===== config.mk =====
export PLATFORM = sky130hd
export DESIGN_NAME = memReqDecode
export DESIGN_NICKNAME = d
export VERILOG_FILES = /design/src/hw/memModelPkg.sv /design/src/hw/memReqDecode.sv
export VERILOG_INCLUDE_DIRS = /design/src /design/src/hw
export SDC_FILE = /design/constraint.sdc
export NUM_CORES = 1
export LEC_CHECK = 0
export BUFFER_PORTS_ARGS = -buffer_cell sky130_fd_sc_hd__buf_4
export CAP_MARGIN = 25
export CORE_ASPECT_RATIO = 1.4
export CORE_MARGIN = 2
export CORE_UTILIZATION = 43
export DETAILED_ROUTE_END_ITERATION = 10
export GPL_TIMING_DRIVEN = 1
export HOLD_SLACK_MARGIN = 0.12
export PLACE_DENSITY = 0.86
export SETUP_SLACK_MARGIN = 0.4
export SLEW_MARGIN = 10
export SYNTH_ARGS = -nofsm -noshare
export SYNTH_HDL_FRONTEND = slang
export SYNTH_SLANG_ARGS = --single-unit

===== constraint.sdc =====
create_clock -name clk -period 2.5 [get_ports clk]
set_input_delay 0.25 -clock clk [delete_from_list [all_inputs] [get_ports clk]]
set_output_delay 0.25 -clock clk [all_outputs]
set_load 0.1 [all_outputs]

===== src/hw/memModel_cfg.svh =====
// Settings for the simulation-only memory latency model
// MEM_RAND_SEED must be nonzero, MEM_FIXED_LATENCY and MEM_LATENCY_RANGE at least 1
`ifndef MEM_MODEL_CFG_SVH
`define MEM_MODEL_CFG_SVH

// Byte address width, which also sizes the array
`define MEM_ADDR_BITS 10
`define MEM_DATA_BITS 32
`define MEM_TAG_BITS 4

// Entries in the random-mode request queue
`define MEM_QUEUE_DEPTH 8

// 1 selects random latency, 0 selects the fixed shift register
`define MEM_LATENCY_RANDOM 1

// Shift stages in fixed mode
`define MEM_FIXED_LATENCY 4

// Random wait is the generator value modulo this range
`define MEM_LATENCY_RANGE 6
`define MEM_RAND_SEED 32'h2545_F491

`endif


===== src/hw/memModelPkg.sv =====
// Types shared by the memory latency model
// Request word width follows the address, tag and data widths in the config header
`include "memModel_cfg.svh"

package memModelPkg;

    typedef enum logic {
        KindRead  = 1'b0,
        KindWrite = 1'b1
    } RequestKind;

    // One request word, decoded as a read or as a write
    typedef union packed {
        struct packed {
            RequestKind                kind;
            logic [`MEM_TAG_BITS-1:0]  tag;
            logic [`MEM_ADDR_BITS-3:0] wordAddr;
            // Reads carry no payload
            logic [`MEM_DATA_BITS-1:0] pad;
        } rd;
        struct packed {
            RequestKind                kind;
            logic [`MEM_TAG_BITS-1:0]  tag;
            logic [`MEM_ADDR_BITS-3:0] wordAddr;
            logic [`MEM_DATA_BITS-1:0] wrData;
        } wr;
    } MemRequest;

endpackage


===== src/hw/memReqDecode.sv =====
// Command decode; only word-aligned byte addresses are accepted
// A misaligned command is dropped and only reported through cmdError
`timescale 1ns/1ps
`include "memModel_cfg.svh"

module memReqDecode (
    input  logic                          clk,
    input  logic                          rst,
    input  logic                          cmdValid,
    input  logic                          cmdWrite,
    input  logic [`MEM_ADDR_BITS-1:0]     cmdAddr,
    input  logic [`MEM_DATA_BITS-1:0]     cmdData,
    input  logic [`MEM_TAG_BITS-1:0]      cmdTag,
    output logic                          pushValid,
    output memModelPkg::MemRequest        pushReq,
    output logic                          cmdError
);

    logic                   aligned;
    memModelPkg::MemRequest nextReq;

    assign aligned = (cmdAddr[1:0] == 2'b00);

    // Pack the command into the view matching its kind
    always_comb begin
        if (cmdWrite) begin
            nextReq.wr.kind     = memModelPkg::KindWrite;
            nextReq.wr.tag      = cmdTag;
            nextReq.wr.wordAddr = cmdAddr[`MEM_ADDR_BITS-1:2];
            nextReq.wr.wrData   = cmdData;
        end else begin
            nextReq.rd.kind     = memModelPkg::KindRead;
            nextReq.rd.tag      = cmdTag;
            nextReq.rd.wordAddr = cmdAddr[`MEM_ADDR_BITS-1:2];
            nextReq.rd.pad      = '0;
        end
    end

    always_ff @(posedge clk) begin
        if (rst) begin
            pushValid <= 1'b0;
            cmdError  <= 1'b0;
        end else begin
            pushValid <= cmdValid && aligned;
            cmdError  <= cmdValid && !aligned;
        end
    end

    always_ff @(posedge clk) begin
        if (cmdValid && aligned) begin
            pushReq <= nextReq;
        end
    end

endmodule


## After elaboration in Yosys (flattened, before gate mapping)

Cells that the tools add are included.
W data, S select, Z words.

| word-level totals | value |
|---|---|
| register bits | 47 |
| input port bits | 50 |
| output and inout port bits | 47 |
| word-level logic and storage cells | 9 |

| operators by class | value |
|---|---|
| muxes and demuxes | 1 |
| reduce and logical (&&, ||, !) cells | 4 |

Operators by type and width:

| cell | count |
|---|---|
| $mux W45 | 1 |
| $logic_and A1 B1 Y1 | 2 |
| $logic_not A2 Y1 | 1 |
| $logic_not A1 Y1 | 1 |

## Depth between registers and ports, before layout

| depth | value |
|---|---|
| word-level depth | 3 |
| depth in mapped cells | 2 |
| depth with buffers taken out | 2 |

## Worst setup path before layout

OpenSTA, ideal clock, no wires.

| timing | value |
|---|---|
| kind | input-to-reg |
| start point | input cmdAddr[1] |
| end point | register pushReq[0] (netlist name), enable pin |
| library setup time | 407 ps |
| data arrival time | 1467 ps |
| data required time | 2093 ps |
| slack | 626 ps |
| stages | 2 |
| buffers on the path | 0 |
| path through | nor2_1 > and2_1 |

| between the ends | value |
|---|---|
| longest elaborated chain between the ends | 2 |

Ends and longest elaborated chain:

| what | RTL line | RTL |
|---|---|---|
| start: declaration | memReqDecode.sv:11 | `` input logic [`MEM_ADDR_BITS-1:0] cmdAddr, `` |
| $logic_not A2 Y1 | memReqDecode.sv:22 | `assign aligned = (cmdAddr[1:0] == 2'b00);` |
| $logic_and A1 B1 Y1 | memReqDecode.sv:50 | `if (cmdValid && aligned) begin` |
| end signal: assignment | memReqDecode.sv:51 | `pushReq <= nextReq;` |
| end: declaration | memReqDecode.sv:15 | `output memModelPkg::MemRequest pushReq,` |

No other way between the ends.
A chain may end at the register's enable or synchronous reset.

## Final worst setup path

| timing | value |
|---|---|
| start point | input cmdAddr[0] |
| end point | register pushReq[35] (netlist name), enable pin |

The elaborated chain is that of the path after synthesis.

==> run_results.csv <==
group,metric,value,unit
placement,port_buffers,96,
floorplan,ios,97,
synth,yosysSeqAreaShare,83.23,%
routing,drtAntennaViolNets,0,
timing,rsz0062_at_grt,"false",
global_route,grt_pass1_wl,5485,um
synth,synthDistinctLibCells,8,
synth,syn_area,1672,um2
layout,drive_gt1_share,71.65,%
global_route,grt.overflow.total,0,
floorplan,fp.dieW,56.70,um
floorplan,die_area,4409,um2
synth,synth.avg_cell_area,19.21,um2
layout,syn_to_final_growth,55.76,%
setup_path,cpMaxStageDelayCell,"dlygate4sd3_1",
setup_path,cp-end-kind,"register",
routing,vias_per_cell,4.614,
layout,multi_input_area,266.5,um2
clock_network,cts_setup_buffers,0,
timing,worst_slew_pin_slew,0.3765,ns
routing,first_iter_violations,17,
layout,layout.cells.non_filler,236,
layout,nFillCells,241,
layout,nNetsFinal,243,
global_route,antenna_found_initial,0,
clock_network,path_clk_slew,0.08,ns
routing,first_pass_iters,4,
global_route,track_usage,16.64,%
timing,fin_crit,1.612,ns
outcome,status,"complete, no violations",
setup_path,crit_type,"primary input to register",
hold_path,hold_class,"primary input to register",
setup_path,cp_num_buf_inv,3,
clock_network,max-clock-path-buffers,2,
placement,dp_slack,1.119,ns
timing,maxSlewViolCount,0,
setup_path,cp_cell_sequence,"dlygate4sd3_1 > buf_4 > nor2_1 > and2_2 > buf_4",
power,ir_worst_vdd,0.6515,mV
routing,drt-wirelength-per-cell,15.22,um
run,drv_cap,0,
setup_path,cpMostUsedCell,"buf_4",
timing,fin_ws,0.8884,ns
timing,fin_tns_setup,0,ns
timing,setup_viol,0,
setup_path,start_kind,"primary input",
setup_path,crit_family,"buffers and inverters",
timing,finalHoldViolCount,0,
global_route,grt_pass1_vias,1151,
synth,ys_ff_latch,47,
placement,dp.cells,224,
synth,ys_warn_count,0,
setup_path,crit_fanout,30,
synth,synth_fp_nets,137,
timing,period_share,64.46,%
timing,slew_headroom,74.90,%
floorplan,start_util,45.47,%
clock_network,cts-buffers-inserted,5,
timing,clock.fmax,620.5,MHz
floorplan,die_h,77.77,um
placement,dp_hpwl,2692,um
setup_path,worstPathRequired,2.46,ns
floorplan,row_count,26,
routing,drc,0,
clock_network,cts_tree,"built",
routing,wirelength,3591,um
clock_network,htree_levels,2,
layout,finish.utilization,70.83,%
layout,regArea,1391,um2
setup_path,cp_data_arrival_time,1.57,ns
global_route,grt_max_degree,34,
clock_network,cts.sinks,47,
clock_network,cts-root-buf,"clkbuf_8",
layout,diodes,0,
power,total_leakage_power,1.065,nW
placement,gp_congestion,0.6806,
floorplan,coreArea,3676,um2
power,power_density,727.1,nW/um2
setup_path,slowest_delay,0.54,ns
synth,synth_cells,87,
routing,dr_total_vias,1089,
timing,hold_ws,0.1322,ns
[kinds of logic after synthesis]
logic type,share of synthesized area [%]
flops,83.23
buf+inv,0.8979
simple gates,15.87
[where the power goes]
part | internal, W | switching, W
Sequential | 0.000902 | 0.0000101
Clock | 0.000323 | 0.000238
Combinational | 0.000115 | 0.000305
Total | 0.00134 | 0.000553
[metrics by stage]
| step | total power (W) | cell area [um2] |
|---|---|---|
| 6_report | 0.001893 | 2604 |
| 4_1_cts | 0.001904 | 2594 |
| 3_5_place_dp | 0.001348 | 2446 |
| 2_1_floorplan | 0.001225 | 1672 |
| 3_3_place_gp | 0.001338 | 2446 |
| 5_1_grt | 0.001947 | 2604 |
[cell usage in the layout, fill, tap and decap left out]
cell type	count
nor2_1	2
clkinv_2	1
bufinv_16	1
dfxtp_1	2
nor3_1	1
nand2b_1	1
edfxtp_1	45
dlygate4sd3_1	4
clkbuf_8	6
buf_4	98
and2_2	33
[Yosys cell counts]
| cell type | count | area share, % |
|---|---|---|
| and2_1 | 1 | 0.37 |
| and2_2 | 32 | 14 |
| clkbuf_2 | 3 | 0.90 |
| dfxtp_1 | 2 | 2.4 |
| edfxtp_1 | 45 | 81 |
| nand2b_1 | 1 | 0.37 |
| nor2_1 | 2 | 0.45 |
| nor3_1 | 1 | 0.30 |
[flip-flops by register name, summed over array words and instances (netlist names)]
name and cells:
pushValid 1, pushReq 45, cmdError 1
[repair_timing]
action / 4_1_cts / 5_1_grt
hold endpoints to repair: 2 / 1
hold buffers: 3 / 1
endpoints found under the setup margin: 0 / 0
gates resized for setup: 0 / 0
[final timing paths]
kind	startpoint	endpoint	slack (ns)	cells after the start
worst max-delay path	cmdAddr[0]	pushReq[35]$_DFFE_PP_	0.89	5
worst min-delay path	cmdAddr[8]	pushReq[38]$_DFFE_PP_	0.13	1
[per-layer routing]
layer  wire [um]  vias up  global-route usage (%)
met5           0        -                       0
met4         125        0                   8.095
met3         406       13                   8.000
met2        1947       68                   28.37
met1        1111      490                   16.61
li1            -      518                       -
[final cells by class]
type,instances,share of cell area (%)
flip-flops and latches,47,53.44
repair buffers,102,29.79
multi-input cells,37,10.24
clock buffers,6,3.172
well taps,42,2.018
clock inverters,2,1.346
Note: power is estimated with default switching activity, not from simulation.
