===== config.mk =====
export PLATFORM = sky130hd
export DESIGN_NAME = memLatencySim
export DESIGN_NICKNAME = d
export VERILOG_FILES = /design/src/hw/memModelPkg.sv /design/src/hw/memLatencySim.sv
export VERILOG_INCLUDE_DIRS = /design/src /design/src/hw
export SDC_FILE = /design/constraint.sdc
export NUM_CORES = 1
export LEC_CHECK = 0
export BUFFER_PORTS_ARGS = -buffer_cell sky130_fd_sc_hd__buf_2
export CAP_MARGIN = 30
export CORE_ASPECT_RATIO = 1.4
export CORE_MARGIN = 5
export CORE_UTILIZATION = 55
export DETAILED_ROUTE_END_ITERATION = 16
export GPL_ROUTABILITY_DRIVEN = 0
export PLACE_DENSITY = 0.73
export SLEW_MARGIN = 20
export SYNTH_ARGS = -nofsm -noshare
export SYNTH_HDL_FRONTEND = slang
export SYNTH_SLANG_ARGS = --single-unit

===== constraint.sdc =====
create_clock -name clk -period 10.7 [get_ports clk]
set_clock_uncertainty 0.15 [all_clocks]
set_input_delay 1.07 -clock clk [delete_from_list [all_inputs] [get_ports clk]]
set_output_delay 1.07 -clock clk [all_outputs]
set_load 0.005 [all_outputs]

===== src/hw/memModel_cfg.svh =====
// Settings for the simulation-only memory latency model
// MEM_RAND_SEED must be nonzero, MEM_FIXED_LATENCY and MEM_LATENCY_RANGE at least 1
`ifndef MEM_MODEL_CFG_SVH
`define MEM_MODEL_CFG_SVH

// Byte address width, which also sizes the array
`define MEM_ADDR_BITS 10
`define MEM_DATA_BITS 32
`define MEM_TAG_BITS 4

// Entries in the random-mode request queue
`define MEM_QUEUE_DEPTH 8

// 1 selects random latency, 0 selects the fixed shift register
`define MEM_LATENCY_RANDOM 1

// Shift stages in fixed mode
`define MEM_FIXED_LATENCY 4

// Random wait is the generator value modulo this range
`define MEM_LATENCY_RANGE 6
`define MEM_RAND_SEED 32'h2545_F491

`endif


===== src/hw/memModelPkg.sv =====
// Types shared by the memory latency model
// Request word width follows the address, tag and data widths in the config header
`include "memModel_cfg.svh"

package memModelPkg;

    typedef enum logic {
        KindRead  = 1'b0,
        KindWrite = 1'b1
    } RequestKind;

    // One request word, decoded as a read or as a write
    typedef union packed {
        struct packed {
            RequestKind                kind;
            logic [`MEM_TAG_BITS-1:0]  tag;
            logic [`MEM_ADDR_BITS-3:0] wordAddr;
            // Reads carry no payload
            logic [`MEM_DATA_BITS-1:0] pad;
        } rd;
        struct packed {
            RequestKind                kind;
            logic [`MEM_TAG_BITS-1:0]  tag;
            logic [`MEM_ADDR_BITS-3:0] wordAddr;
            logic [`MEM_DATA_BITS-1:0] wrData;
        } wr;
    } MemRequest;

endpackage


===== src/hw/memLatencySim.sv =====
// Delays request words by a fixed or pseudo-random number of cycles, in order
// In random mode full already counts the request one cycle behind in decode
`timescale 1ns/1ps
`include "memModel_cfg.svh"

module memLatencySim (
    input  logic                   clk,
    input  logic                   rst,
    input  logic                   pushValid,
    input  memModelPkg::MemRequest pushReq,
    output logic                   full,
    output logic                   outValid,
    output memModelPkg::MemRequest outReq
);

    if (`MEM_LATENCY_RANDOM != 0) begin : randomPath
        localparam int Depth     = `MEM_QUEUE_DEPTH;
        localparam int PtrBits   = (Depth > 1) ? $clog2(Depth) : 1;
        localparam int CountBits = $clog2(Depth + 1);
        localparam int WaitBits  = $clog2(`MEM_LATENCY_RANGE + 1);

        memModelPkg::MemRequest queueMem [Depth];
        logic [PtrBits-1:0]     headPtr;
        logic [PtrBits-1:0]     tailPtr;
        logic [CountBits-1:0]   occupancy;
        logic [WaitBits-1:0]    waitCnt;
        logic [WaitBits-1:0]    waitTarget;
        logic [31:0]            randState;
        logic [31:0]            randNext;
        logic                   empty;
        logic                   pop;

        // Circular increment for a depth that need not be a power of two
        function automatic logic [PtrBits-1:0] nextPtr(input logic [PtrBits-1:0] ptr);
            if (ptr == PtrBits'(Depth - 1)) begin
                return '0;
            end
            return ptr + 1'b1;
        endfunction

        assign empty      = (occupancy == '0);
        assign waitTarget = WaitBits'(randState % `MEM_LATENCY_RANGE);
        // Head leaves once it has waited its drawn number of cycles
        assign pop        = !empty && (waitCnt == waitTarget);

        // xorshift32
        always_comb begin
            randNext = randState ^ (randState << 13);
            randNext = randNext ^ (randNext >> 17);
            randNext = randNext ^ (randNext << 5);
        end

        always_ff @(posedge clk) begin
            if (pushValid) begin
                queueMem[tailPtr] <= pushReq;
            end
        end

        always_ff @(posedge clk) begin
            if (rst) begin
                headPtr   <= '0;
                tailPtr   <= '0;
                occupancy <= '0;
                waitCnt   <= '0;
                randState <= `MEM_RAND_SEED;
            end else begin
                if (pushValid) begin
                    tailPtr <= nextPtr(tailPtr);
                end
                if (pop) begin
                    headPtr <= nextPtr(headPtr);
                end
                case ({pushValid, pop})
                    2'b10:   occupancy <= occupancy + 1'b1;
                    2'b01:   occupancy <= occupancy - 1'b1;
                    default: occupancy <= occupancy;
                endcase
                // Wait restarts for the entry that becomes head next cycle
                if (pop) begin
                    waitCnt   <= '0;
                    randState <= randNext;
                end else if (!empty) begin
                    waitCnt <= waitCnt + 1'b1;
                end
            end
        end

        assign full     = (int'(occupancy) + int'(pushValid)) >= Depth;
        assign outValid = pop;
        assign outReq   = queueMem[headPtr];
    end else begin : fixedPath
        localparam int Latency = `MEM_FIXED_LATENCY;

        logic [Latency-1:0]     stageValid;
        memModelPkg::MemRequest stageReq [Latency];

        always_ff @(posedge clk) begin
            if (rst) begin
                stageValid <= '0;
            end else begin
                stageValid[0] <= pushValid;
                for (int i = 1; i < Latency; i++) begin
                    stageValid[i] <= stageValid[i-1];
                end
            end
        end

        always_ff @(posedge clk) begin
            stageReq[0] <= pushReq;
            for (int i = 1; i < Latency; i++) begin
                stageReq[i] <= stageReq[i-1];
            end
        end

        // Every slot moves each cycle, so the command side is never held off
        assign full     = 1'b0;
        assign outValid = stageValid[Latency-1];
        assign outReq   = stageReq[Latency-1];
    end

endmodule


---- Word-level counts from Yosys, hierarchy flattened ----
Memory sizes are Yosys's and may differ from the RTL's. A register that Yosys moved wholly into a read port is not among the register bits.
Cells that the tools add are included.
word-level totals
  input bits .............................. 48
  output and inout port bits .............. 47
  memories ................................ 1
  memory bits (writable) .................. 360
  flip-flop bits (word level) ............. 45
operators by class
  bitwise logic cells ..................... 3
  equal/unequal tests ..................... 5
  mux-type cells .......................... 15
  reduce and logical (&&, ||, !) cells .... 5
  div/mod/pow operators ................... 1
  $lt $le $gt $ge ......................... 1
  add/sub/neg operators ................... 6
memories
  memory               depth  width  rd ports  clocked after Yosys merged registers in  write ports  RTL line             text
  randomPath.queueMem  8      45     1         1                                        1            memLatencySim.sv:22  memModelPkg::MemRequest queueMem [Depth];
operators by type and width
  kind                                                  number
  bitwise XOR 32 bit                                    2
  modulo 32 x 3 -> 32 bit (second input constant)       1
  bitwise XOR 32 x 15 -> 32 bit                         1
  2-to-1 mux 3 bit                                      6
  adder 3 x 1 -> 3 bit (second input constant)          3
  2-to-1 mux 1 bit                                      8
  one-hot mux 4 bit (2 select lines)                    1
  equality test 3 bit (second input constant)           2
  adder 4 x 1 -> 5 bit                                  1
  >= comparator 5 x 4 -> 1 bit (second input constant)  1
  adder 4 x 1 -> 4 bit (second input constant)          1
  logical NOT 4 bit                                     1
  subtractor 4 x 1 -> 4 bit (second input constant)     1
  equality test 3 bit                                   1
  equality test 2 x 1 -> 1 bit (second input constant)  1
  equality test 2 bit (second input constant)           1
  nonzero test 2 bit                                    1
  OR reduction 2 bit                                    1
  logical AND 1 bit                                     1
  logical NOT 1 bit                                     1

---- Logic depth before layout (Yosys ltp) ----
Gate-level depths: netlist of run 1.
  depth after elaboration ................. 8
  depth in mapped cells ................... 35

---- Least setup slack after synthesis of run 1 ----
Ideal clock, no wire load.
  path kind ............................... flip-flop to flip-flop
  from .................................... register randomPath.randState[28]
  to ...................................... register randomPath.occupancy[2]
  buffers on the path ..................... 2
  stages on the path, launching flop included .. 35
  data required time ...................... 10.480 ns
  path slack .............................. 2.485 ns
  data arrival time ....................... 7.994 ns
  cells stage by stage .................... dfxtp_1 > or3b_1 > a31o_1 > o22ai_2 > nor2_2 > a2111oi_2 > o21a_1 > nor2_4 > mux2i_1 > o41ai_4 > nand2_2 > mux2_2 > a211oi_2 > or2_1 > mux2i_1 > and2_1 > o21ai_1 > or4_1 > a21oi_1 > o211ai_1 > xnor2_1 > o2111ai_1 > nor4bb_1 > nor3_1 > o311ai_4 > buf_6 > buf_4 > inv_1 > ha_1 > xor2_1 > ha_1 > a21oi_1 > xor2_1 > or3_1 > a21oi_1
between the ends
  cells in the longest elaborated chain, start to end .. 5
RTL lines
  item                                                                             RTL line             text
  start: declaration                                                               memLatencySim.sv:28  logic [31:0] randState;
  start signal: assignment                                                         memLatencySim.sv:65  randState <= `MEM_RAND_SEED;
  start signal: assignment                                                         memLatencySim.sv:81  randState <= randNext;
  modulo 32 x 3 -> 32 bit (no line) *                                              -
  equality test 3 bit *                                                            memLatencySim.sv:44  assign pop = !empty && (waitCnt == waitTarget);
  logical AND 1 bit *                                                              memLatencySim.sv:44
  named net outValid                                                               memLatencySim.sv:12  output logic outValid,
  equality test 2 x 1 -> 1 bit / equality test 2 bit (equally long branches)       memLatencySim.sv:73  case ({pushValid, pop})
  one-hot mux 4 bit (2 select lines) / nonzero test 2 bit (equally long branches)  -
  end signal: assignment                                                           memLatencySim.sv:74  2'b10: occupancy <= occupancy + 1'b1;
  end signal: assignment                                                           memLatencySim.sv:75  2'b01: occupancy <= occupancy - 1'b1;
  end signal: assignment                                                           memLatencySim.sv:76  default: occupancy <= occupancy;
  end: declaration                                                                 memLatencySim.sv:25  logic [CountBits-1:0] occupancy;
Mark *: on every way through the listed nets, which the timed path passes. The rest lies on a longest branch.
A chain may end at the register's enable or synchronous reset.

---- Worst setup path after layout of run 1 ----
  from .................................... register randomPath.randState[28]
  to ...................................... output port outValid
between the ends
  cells in the longest elaborated chain, start to end .. 3
RTL lines
  item                               RTL line
  modulo 32 x 3 -> 32 bit (no line)  -
  equality test 3 bit                memLatencySim.sv:44
  logical AND 1 bit                  memLatencySim.sv:44
  end: declaration                   memLatencySim.sv:12
Every way passes these cells.

==> metrics, run 1 <==
status completed; core footprint roughly 0.033 mm²; vias post-DR ~10,000; Worst Setup Start Kind register; Max Fclk around 110 MHz; CP max FO 15; pin count of the biggest net entering global routing 70; FP Rows 79; Arrival @ worst endpoint ~8100 ps; Yosys top cell area share between 50 and 60%; grt total ovfl 0; Final setup viols 0; Hold Crit Class register to register; most area-hungry cell type in the Yosys netlist edfxtp_1; number of synthesized flops with an enable pin 360; Syn Area/Cell ~16 µm²; clk buf depth 3; max incr delay on CP approximately 600 ps; cts hold-fix bufs 0; Final Max Slew Viols 0; Antenna Nets Post-Route 0; final WL around 37 mm; Die Footprint approximately 0.037 mm²; synth unique cells 87; initial drt markers between 700 and 800; Tcrit/Tclk final between 80 and 90%; proportion of layout cells with a drive suffix above 1 a little over a quarter; TNS Setup 0 ps; post-synthesis sequential area ratio 64.2%; fin worst setup slack about 1300 ps; IO Port Bufs 94; routed length per instance approximately 22 µm; Peak supply drop 0.212 mV; synthesis-stage register bit count ~410; Skew-Pair Late Insertion Delay between 500 and 600 ps; RSZ-0062 raised after global routing no; first-pass GRT wire length 56.8 mm; multi-input logic area approximately 0.0063 mm²; critical path endpoint category output port; RR Startpoint randomPath.randState[28]; total track usage approximately a fifth; setup bufs post-CTS 0; CTS tree done; Root Buffer clkbuf_16; Die Height 226 µm; Sequential Area about 0.012 mm²; final std cells w/o fill between 1,500 and 2,000; Hold Path Origin randomPath.headPtr[0]; Layout area overhead 11.5%; initial antenna violation count 3; min Tclk post-route 9350 ps; FILL cells 2,410; worst-margin pin slew between 800 and 900 ps; Inserted Clock Buffers 37; leakage power around 6.6 nW; cell count after synthesis ~1,200; WP data required 9480 ps; MaxCap Viol Count 0; Vias/cell about 6.0; final core occ between 60% and 70%; DRC Markers 0; Initial Util roughly 55%; DRT Pass-1 Iters 4; CP top delay family compound AO/OA/AOI/OAI gates; clock slew at reported path FFs approximately 60 ps; H-tree depth 2; post-cts gate resize count 0; Worst slew margin 41.4%; synthesized area 0.0183 mm²; PD cells ~200 mW/mm²; Slowest-stage cell, CP dfxtp_1; Synth area leaders edfxtp_1, mux4_2, dfxtp_1; via count of the first global-routing pass a little over 10,000; hpwl dp roughly 22 mm; # clock sinks 408; final hold violations 0; cell count of the worst reg-to-reg path 32; FF-to-FF End randomPath.occupancy[2]; dpl cells 1,650; worst path buffer plus inverter count 2; flop-to-flop setup slack 1740 ps; Yosys warning count 0; pre-CTS setup slack approximately 1800 ps; hold path cells 2; Setup CP Type register to output port; Most used DFF post-synth edfxtp_1; Final Net Count approximately 1,300; Post-Syn Nets 1,224; die span in x between 150 and 200 µm; Ports between 90 and 100; asr flop ratio synth 0%; worst-case hold slack roughly 350 ps
==> per-stage QoR <==
step	total power [mW]	area, µm²
global route	4.36	20500
finish	4.16	20500
detailed placement	2.89	19200
floorplan	2.68	18300
global placement	2.86	19200
CTS	4.18	20400
==> state kept, by name (all words and copies together) (netlist names), named ones only <==
name / flops
randomPath.headPtr: 3
randomPath.occupancy: 4
randomPath.queueMem: 360
randomPath.randState: 32
randomPath.tailPtr: 3
randomPath.waitCnt: 3
==> worst max-delay path by stage <==
stage                                          to                startpoint  cells past startpoint
after global routing                     outValid  randomPath.randState[28]                     26
after detailed placement  randomPath.occupancy[2]  randomPath.randState[28]                     32
after global placement    randomPath.occupancy[2]  randomPath.randState[28]                     32
after floorplan           randomPath.occupancy[2]  randomPath.randState[28]                     34
after CTS                                outValid  randomPath.randState[28]                     26
final                                    outValid  randomPath.randState[28]                     26
==> cell usage in the layout, fill, tap and decap left out, types with 4 or more instances in the layout <==
cell	synthesis	final
nor2_1	53	47
a211o_1	4	4
nand3_1	13	13
bufinv_16	0	4
a211oi_2	6	6
a31o_1	4	4
nor2_4	1	7
mux2_2	47	47
o21ai_1	11	11
xor2_1	25	25
mux4_2	90	90
nor3_1	32	30
a21oi_1	55	55
nand2_1	30	30
clkbuf_1	42	6
clkbuf_16	0	37
clkinv_1	4	10
dfxtp_1	48	45
or2_1	4	4
and3_1	4	4
or3_1	25	25
ha_1	10	10
a31oi_1	6	6
o211ai_1	4	4
buf_4	2	13
buf_2	8	94
mux2i_1	14	14
a211oi_1	4	4
inv_1	14	14
inv_6	0	4
xnor2_1	50	50
edfxtp_1	360	360
and2_1	10	10
nor2b_1	20	20
or3b_1	15	15
nor3b_1	6	6
o21ai_0	41	41
nand2b_1	13	13
==> synthesized netlist by cell type (14+ instances only) <==
cell type,count
mux4_2,90
a21oi_1,55
or3b_1,15
nor2b_1,20
o21ai_0,41
nand2_1,30
clkbuf_1,42
inv_1,14
edfxtp_1,360
buf_1,14
xor2_1,25
dfxtp_1,48
or3_1,25
mux2_2,47
xnor2_1,50
nor3_1,32
nor2_1,53
mux2i_1,14
==> report_power, final <==
group | switching (mW) | internal (mW) | total, mW
Sequential | 0.0567 | 1.78 | 1.84
Clock | 0.550 | 0.748 | 1.30
Combinational | 0.596 | 0.432 | 1.03
==> layer usage <==
layer / wire (µm) / part of all wire [%] / vias to the layer above / global-route usage [%]
met5: 25 / 0.068 / - / 0
met4: 1110 / 3.0 / 4 / 6.74
met3: 1660 / 4.5 / 66 / 2.94
met2: 19800 / 54 / 244 / 35.8
met1: 14400 / 39 / 5232 / 24.4
li1: - / - / 4762 / -
==> cell families after synthesis <==
group,after synthesis,share of synthesized area (%)
mux,152,14.8
simple gates,249,7.63
xor+xnor,75,3.58
compound gates,186,7.26
buf+inv,86,1.94
flops,408,64.2
fa+ha+maj,10,0.682
==> layout make-up <==
cell class	instances	share of cell area, %
Multi-Input combinational cell	672	30.7
Clock buffer	45	4.77
Sequential cell	408	57.6
Timing Repair Buffer	108	2.91
Tap cell	445	2.72
Clock inverter	17	0.961
Antenna cell	1	0.0122
Inverter	18	0.330
==> worst min-delay path, stage by stage (launching register included) <==
cell and delay, ps:
dfxtp_1 320, nand2_1 60, a21oi_1 70
No activity file was read; power rests on OpenSTA's default activity.
==> run 2, diff against run 1 <==
ABC_AREA = 1   (was default)
==> run 2 against run 1 <==
Final area decreased by 2.4%. Fmax decreased by 5.8%. Utilization increased by 1.4 points. Non-clock buffer count increased by 11. Critical path depth increased by 53. Count of clock-buffer cells in the layout increased by 1. Worst setup slack got worse by 570 ps. Register-to-register slack got worse by 420 ps. Global-route usage increased by 1.3 points. Via count increased by 19%. Sequential share of layout area increased by 1.5 points. Highest routed layer unchanged.
==> metrics, run 2 <==
status completed; Ports 95; IO Port Bufs 94; grt total ovfl 0; max incr delay on CP roughly 350 ps; final std cells w/o fill ~2,100; Setup CP Type register to output port; Critical Path Stages between 70 and 80; Hold Crit Class register to register; count leader, synth nor2_1; hpwl dp roughly 22 mm; Top reg by flops randomPath.queueMem; H-tree depth 2; Die Footprint approximately 0.036 mm²; post-route design area roughly 0.020 mm²; CP top delay family simple AND/OR/NAND/NOR gates; crit path to outValid; Worst setup startpoint randomPath.randState[31]; Inserted Clock Buffers 38; core footprint about 0.032 mm²; vias post-DR 12,300; first-pass GRT wire length between 60 and 70 mm; CTS tree done; max reg flops 360; Skew-Pair Late Insertion Delay roughly 540 ps; Final Max Slew Viols 0; number of synthesized flops with an enable pin 360; Yosys top cell area share between 60 and 70%; Layout area overhead 13.5%; Initial Util ~56%; WP data required 9480 ps; Syn Area/Cell ~11 µm²; via count of the first global-routing pass ~12,000; post-synthesis sequential area ratio between 60 and 70%; Most used DFF post-synth edfxtp_1; synthesis-stage register bit count just over 400; commonest non-fill, non-tap cells in the layout nor2_1, edfxtp_1, o21ai_0; Slowest-stage cell, CP dfxtp_4; # clock sinks around 410; FF-to-FF End randomPath.occupancy[3]; proportion of layout cells with a drive suffix above 1 between 15 and 20%; Final setup viols 0; Post-Syn Nets 1,684; Tcrit/Tclk final around 93%; Vias/cell 5.77; Worst Setup Start Kind register; clock slew at reported path FFs around 60 ps; commonest non-fill, non-tap cell in the layout nor2_1; final WL between 30 and 40 mm; total track usage a little over a fifth; die span in x 161 µm; Root Buffer clkbuf_16; commonest cells in the netlist nor2_1, edfxtp_1, nand2_1; initial antenna violation count 6; cell count of the worst reg-to-reg path 88; synthesized area around 0.018 mm²; worst path buffer plus inverter count 7; initial drt markers 850; most area-hungry cell type in the Yosys netlist edfxtp_1; FP Rows 77; RR Startpoint randomPath.randState[31]; Arrival @ worst endpoint ~8700 ps; CP max FO 12; DRC Markers 0; critical path endpoint category output port; cell repeated most along the worst path nand2_1; asr flop ratio synth 0%; placed cell area roughly 0.018 mm²; final hold violations 0; flop-to-flop setup slack roughly 1300 ps; cell count after synthesis 1,626; clk buf depth 3; dpl cells approximately 2,000; MaxCap Viol Count 0; Final Net Count 1,760; Antenna Nets Post-Route 0; Max Fclk 101 MHz; Worst slew margin roughly two fifths; pin count of the biggest net entering global routing approximately 110; synth unique cells 34; routed length per instance 18.5 µm; Die Height ~220 µm; DRT Pass-1 Iters 6; Top Registers randomPath.queueMem (360), randomPath.randState (32), randomPath.occupancy (4); Synth area leaders edfxtp_1, nor2_1, dfxtp_1; worst-margin pin slew 884 ps; min Tclk post-route about 9900 ps; Yosys warning count 0
-- run 2: final cells by class --
class	count	area, µm²
Sequential cell	408	11800
Fill cell	2442	11600
Clock inverter	23	208
Clock buffer	46	1050
Timing Repair Buffer	119	753
Inverter	63	239
Antenna cell	6	15.0
Tap cell	395	494
Multi-Input combinational cell	1072	5410
-- run 2: what timing repair did --
| item | in CTS | in global routing |
|---|---|---|
| setup buffers | 0 | 5 |
| hold buffers | 0 | 0 |
| gates resized for setup | 0 | 40 |
| endpoints found under the setup margin | 0 | 4 |
-- run 2: how the worst min path moves through the flow --
stage                                 start                      end  slack, ps  cells after the start
floorplan           randomPath.occupancy[3]  randomPath.occupancy[3]        320                      2
global placement    randomPath.occupancy[3]  randomPath.occupancy[3]        340                      2
detailed placement    randomPath.headPtr[1]                 register        350                      2
CTS                   randomPath.headPtr[2]                 register        360                      2
global route          randomPath.headPtr[2]                 register        380                      2
finish                randomPath.headPtr[2]                 register        360                      2
-- run 2: tightest hold or removal path: cells and delay by family (launching register included) --
family,cells,cell delay [ps]
AND/OR/NAND/NOR,2,160
flip-flops,1,320
-- run 2: kinds of logic (layout without fill, tap and decap cells) --
logic type / after synthesis / after routing / synth area share [%]
AND/OR/NAND/NOR: 669 / 669 / 15.5
AO/OA/AOI/OAI: 329 / 329 / 10.3
flip-flops: 408 / 408 / 66.9
other: 0 / 6 / 0
adder cells (fa/ha/maj): 10 / 10 / 0.711
XOR/XNOR: 64 / 64 / 3.19
buffers and inverters: 146 / 251 / 3.34
-- run 2: routing by layer --
layer	track usage, %	part of all wire [%]
met1	24.9	39
met2	38.8	53
met3	3.24	5.3
met4	8.07	2.8
met5	0	0.031
-- run 2: stage by stage --
step	hold slack [ps]	utilization, %	setup WS, ps	TNS, ps
2_1_floorplan	319	-	2550	0
3_3_place_gp	341	58.2	1780	0
3_5_place_dp	354	58.3	1270	0
4_1_cts	363	62.2	683	0
5_1_grt	379	63.1	-111	-111
6_report	360	63.1	775	0
Power of run 2 is not shown: default switching activity piles up to over one toggle a cycle in this logic, so the estimate is an artifact.
==> run 3, diff against run 2 <==
REMOVE_ABC_BUFFERS = 1   (was default)
==> run 3 against run 2 <==
Register-to-register slack hardly changed. Fmax is 2.6% higher. First-iteration DRC count is 0.71% lower. Via count is 1.9% lower. Utilization is 0.82 points lower. Critical path depth is 4 higher. Critical path type unchanged. Critical endpoint unchanged.
==> metrics, run 3 (same netlist as run 2, synthesis figures left out) <==
pin count of the biggest net entering global routing approximately 110; routed length per instance between 15 and 20 µm; commonest non-fill, non-tap cells in the layout nor2_1, edfxtp_1, nand2_1; DRC Markers 0; Die Footprint approximately 0.036 mm²; Tcrit/Tclk final 90.4%; Hold Crit Class register to register; vias post-DR 12,100; Inserted Clock Buffers 38; clock slew at reported path FFs approximately 70 ps; commonest non-fill, non-tap cell in the layout nor2_1; Antenna Nets Post-Route 0; Worst Setup Start Kind register; max incr delay on CP around 360 ps; Setup CP Type register to output port; Top Registers randomPath.queueMem (360), randomPath.randState (32), randomPath.occupancy (4); max reg flops 360; clk buf depth 3; min Tclk post-route around 9700 ps; pre-CTS setup slack ~1100 ps; Slowest-stage cell, CP dfxtp_2; Final Max Slew Viols 0; cell repeated most along the worst path nand2_1; core footprint around 0.032 mm²; FILL cells approximately 2,400; proportion of layout cells with a drive suffix above 1 between 10% and 20%; leakage power 7.42 nW; via count of the first global-routing pass around 12,000; final WL ~38 mm; WP data required approximately 9500 ps; initial drt markers 844; Final Total Pwr 6.65 mW; Final Net Count around 1,800; FP Rows 77; Final setup viols 0; fin worst setup slack ~1000 ps; Worst slew margin between 30% and 40%; CTS tree done; cts hold-fix bufs 0; H-tree depth 2; Layout area overhead 12.0%; PD cells between 300 and 400 mW/mm²; Initial Util between 50% and 60%; total track usage between 20% and 30%; Arrival @ worst endpoint ~8500 ps; Root Buffer clkbuf_16; # clock sinks roughly 410; Peak supply drop a little over 1 mV; initial antenna violation count 7; Ports 95; final hold violations 0; die span in x 161 µm; Top reg by flops randomPath.queueMem; DRT Pass-1 Iters 5; first-pass GRT wire length ~60 mm; grt total ovfl 0; Die Height about 220 µm; worst-margin pin slew 992 ps; critical path endpoint category output port; status completed; hpwl dp between 20 and 25 mm; IO Port Bufs 94; Max Fclk roughly 100 MHz; Skew-Pair Late Insertion Delay between 500 and 600 ps; Vias/cell ~5.7; CP max FO 4; MaxCap Viol Count 0
## run 3: cell count changes in the layout (fill, tap and decap cells not counted), sizes merged
cell,delta
bufinv,-2
diode,-1
a21oi,+1
clkinv,+1
buf,-6
clkbuf,-3
clkinvlp,-1
inv,-1
## run 3: stage by stage
step / instance area (µm²) / hold slack [ps] / util [%] / cells / setup TNS (ps)
finish: 19700 / 354 / 62.3 / 2120 / 0
detailed placement: 18400 / 345 / 58.2 / 2047 / 0
floorplan: 17200 / 322 / - / 1543 / 0
global route: 19700 / 384 / 62.3 / 2117 / -52.8
CTS: 19600 / 357 / 61.9 / 2111 / 0
global placement: 18400 / 342 / 58.1 / 2046 / 0
## run 3: per-layer routing
layer	global-route usage, %	up-vias	routed length (µm)
met1	24.7	5810	15200
met3	3.44	83	1910
met5	0	-	24
met2	37.4	329	19800
met4	8.09	4	1170
li1	-	5831	-
## run 3: critical path: cells and delay by family, from the launching register on
family	cells	cell delay (ps)
buffers and inverters	6	440
flip-flops	1	360
AO/OA/AOI/OAI	10	1190
AND/OR/NAND/NOR	67	5990
## run 3: what timing repair did
| action | in CTS | in global routing |
|---|---|---|
| gates resized for setup | 0 | 10 |
| endpoints found under the hold margin | 0 | 0 |
| endpoints found under the setup margin | 0 | 4 |
| buffers inserted | 0 | 1 |
## run 3: path summary, 6_finish.rpt
kind / end / slack, ps / cells past startpoint / startpoint
min reg2reg: randomPath.headPtr[2] / 350 / 2 / randomPath.headPtr[2]
min: randomPath.headPtr[2] / 350 / 2 / randomPath.headPtr[2]
max: outValid / 1030 / 83 / randomPath.randState[31]
max reg2reg: randomPath.occupancy[3] / 1330 / 94 / randomPath.randState[31]
## run 3: power breakdown
group          leakage (nW)  internal, mW  switching [mW]
sequential             3.66          1.81          0.0457
clock                 0.590         0.723           0.549
combinational          3.16          1.17            2.36
total                  7.42          3.70            2.95
## run 3: layout make-up
| type | count | area (µm²) | area share, % |
|---|---|---|---|
| sequential | 408 | 11800 | 59.8 |
| multi-input combinational | 1073 | 5340 | 27.1 |
| antenna | 5 | 12.5 | 0.0635 |
| tap | 395 | 494 | 2.51 |
| clock buffer | 44 | 1050 | 5.32 |
| inverter | 63 | 239 | 1.21 |
| clock inverter | 20 | 125 | 0.635 |
| timing repair buffer | 112 | 658 | 3.34 |
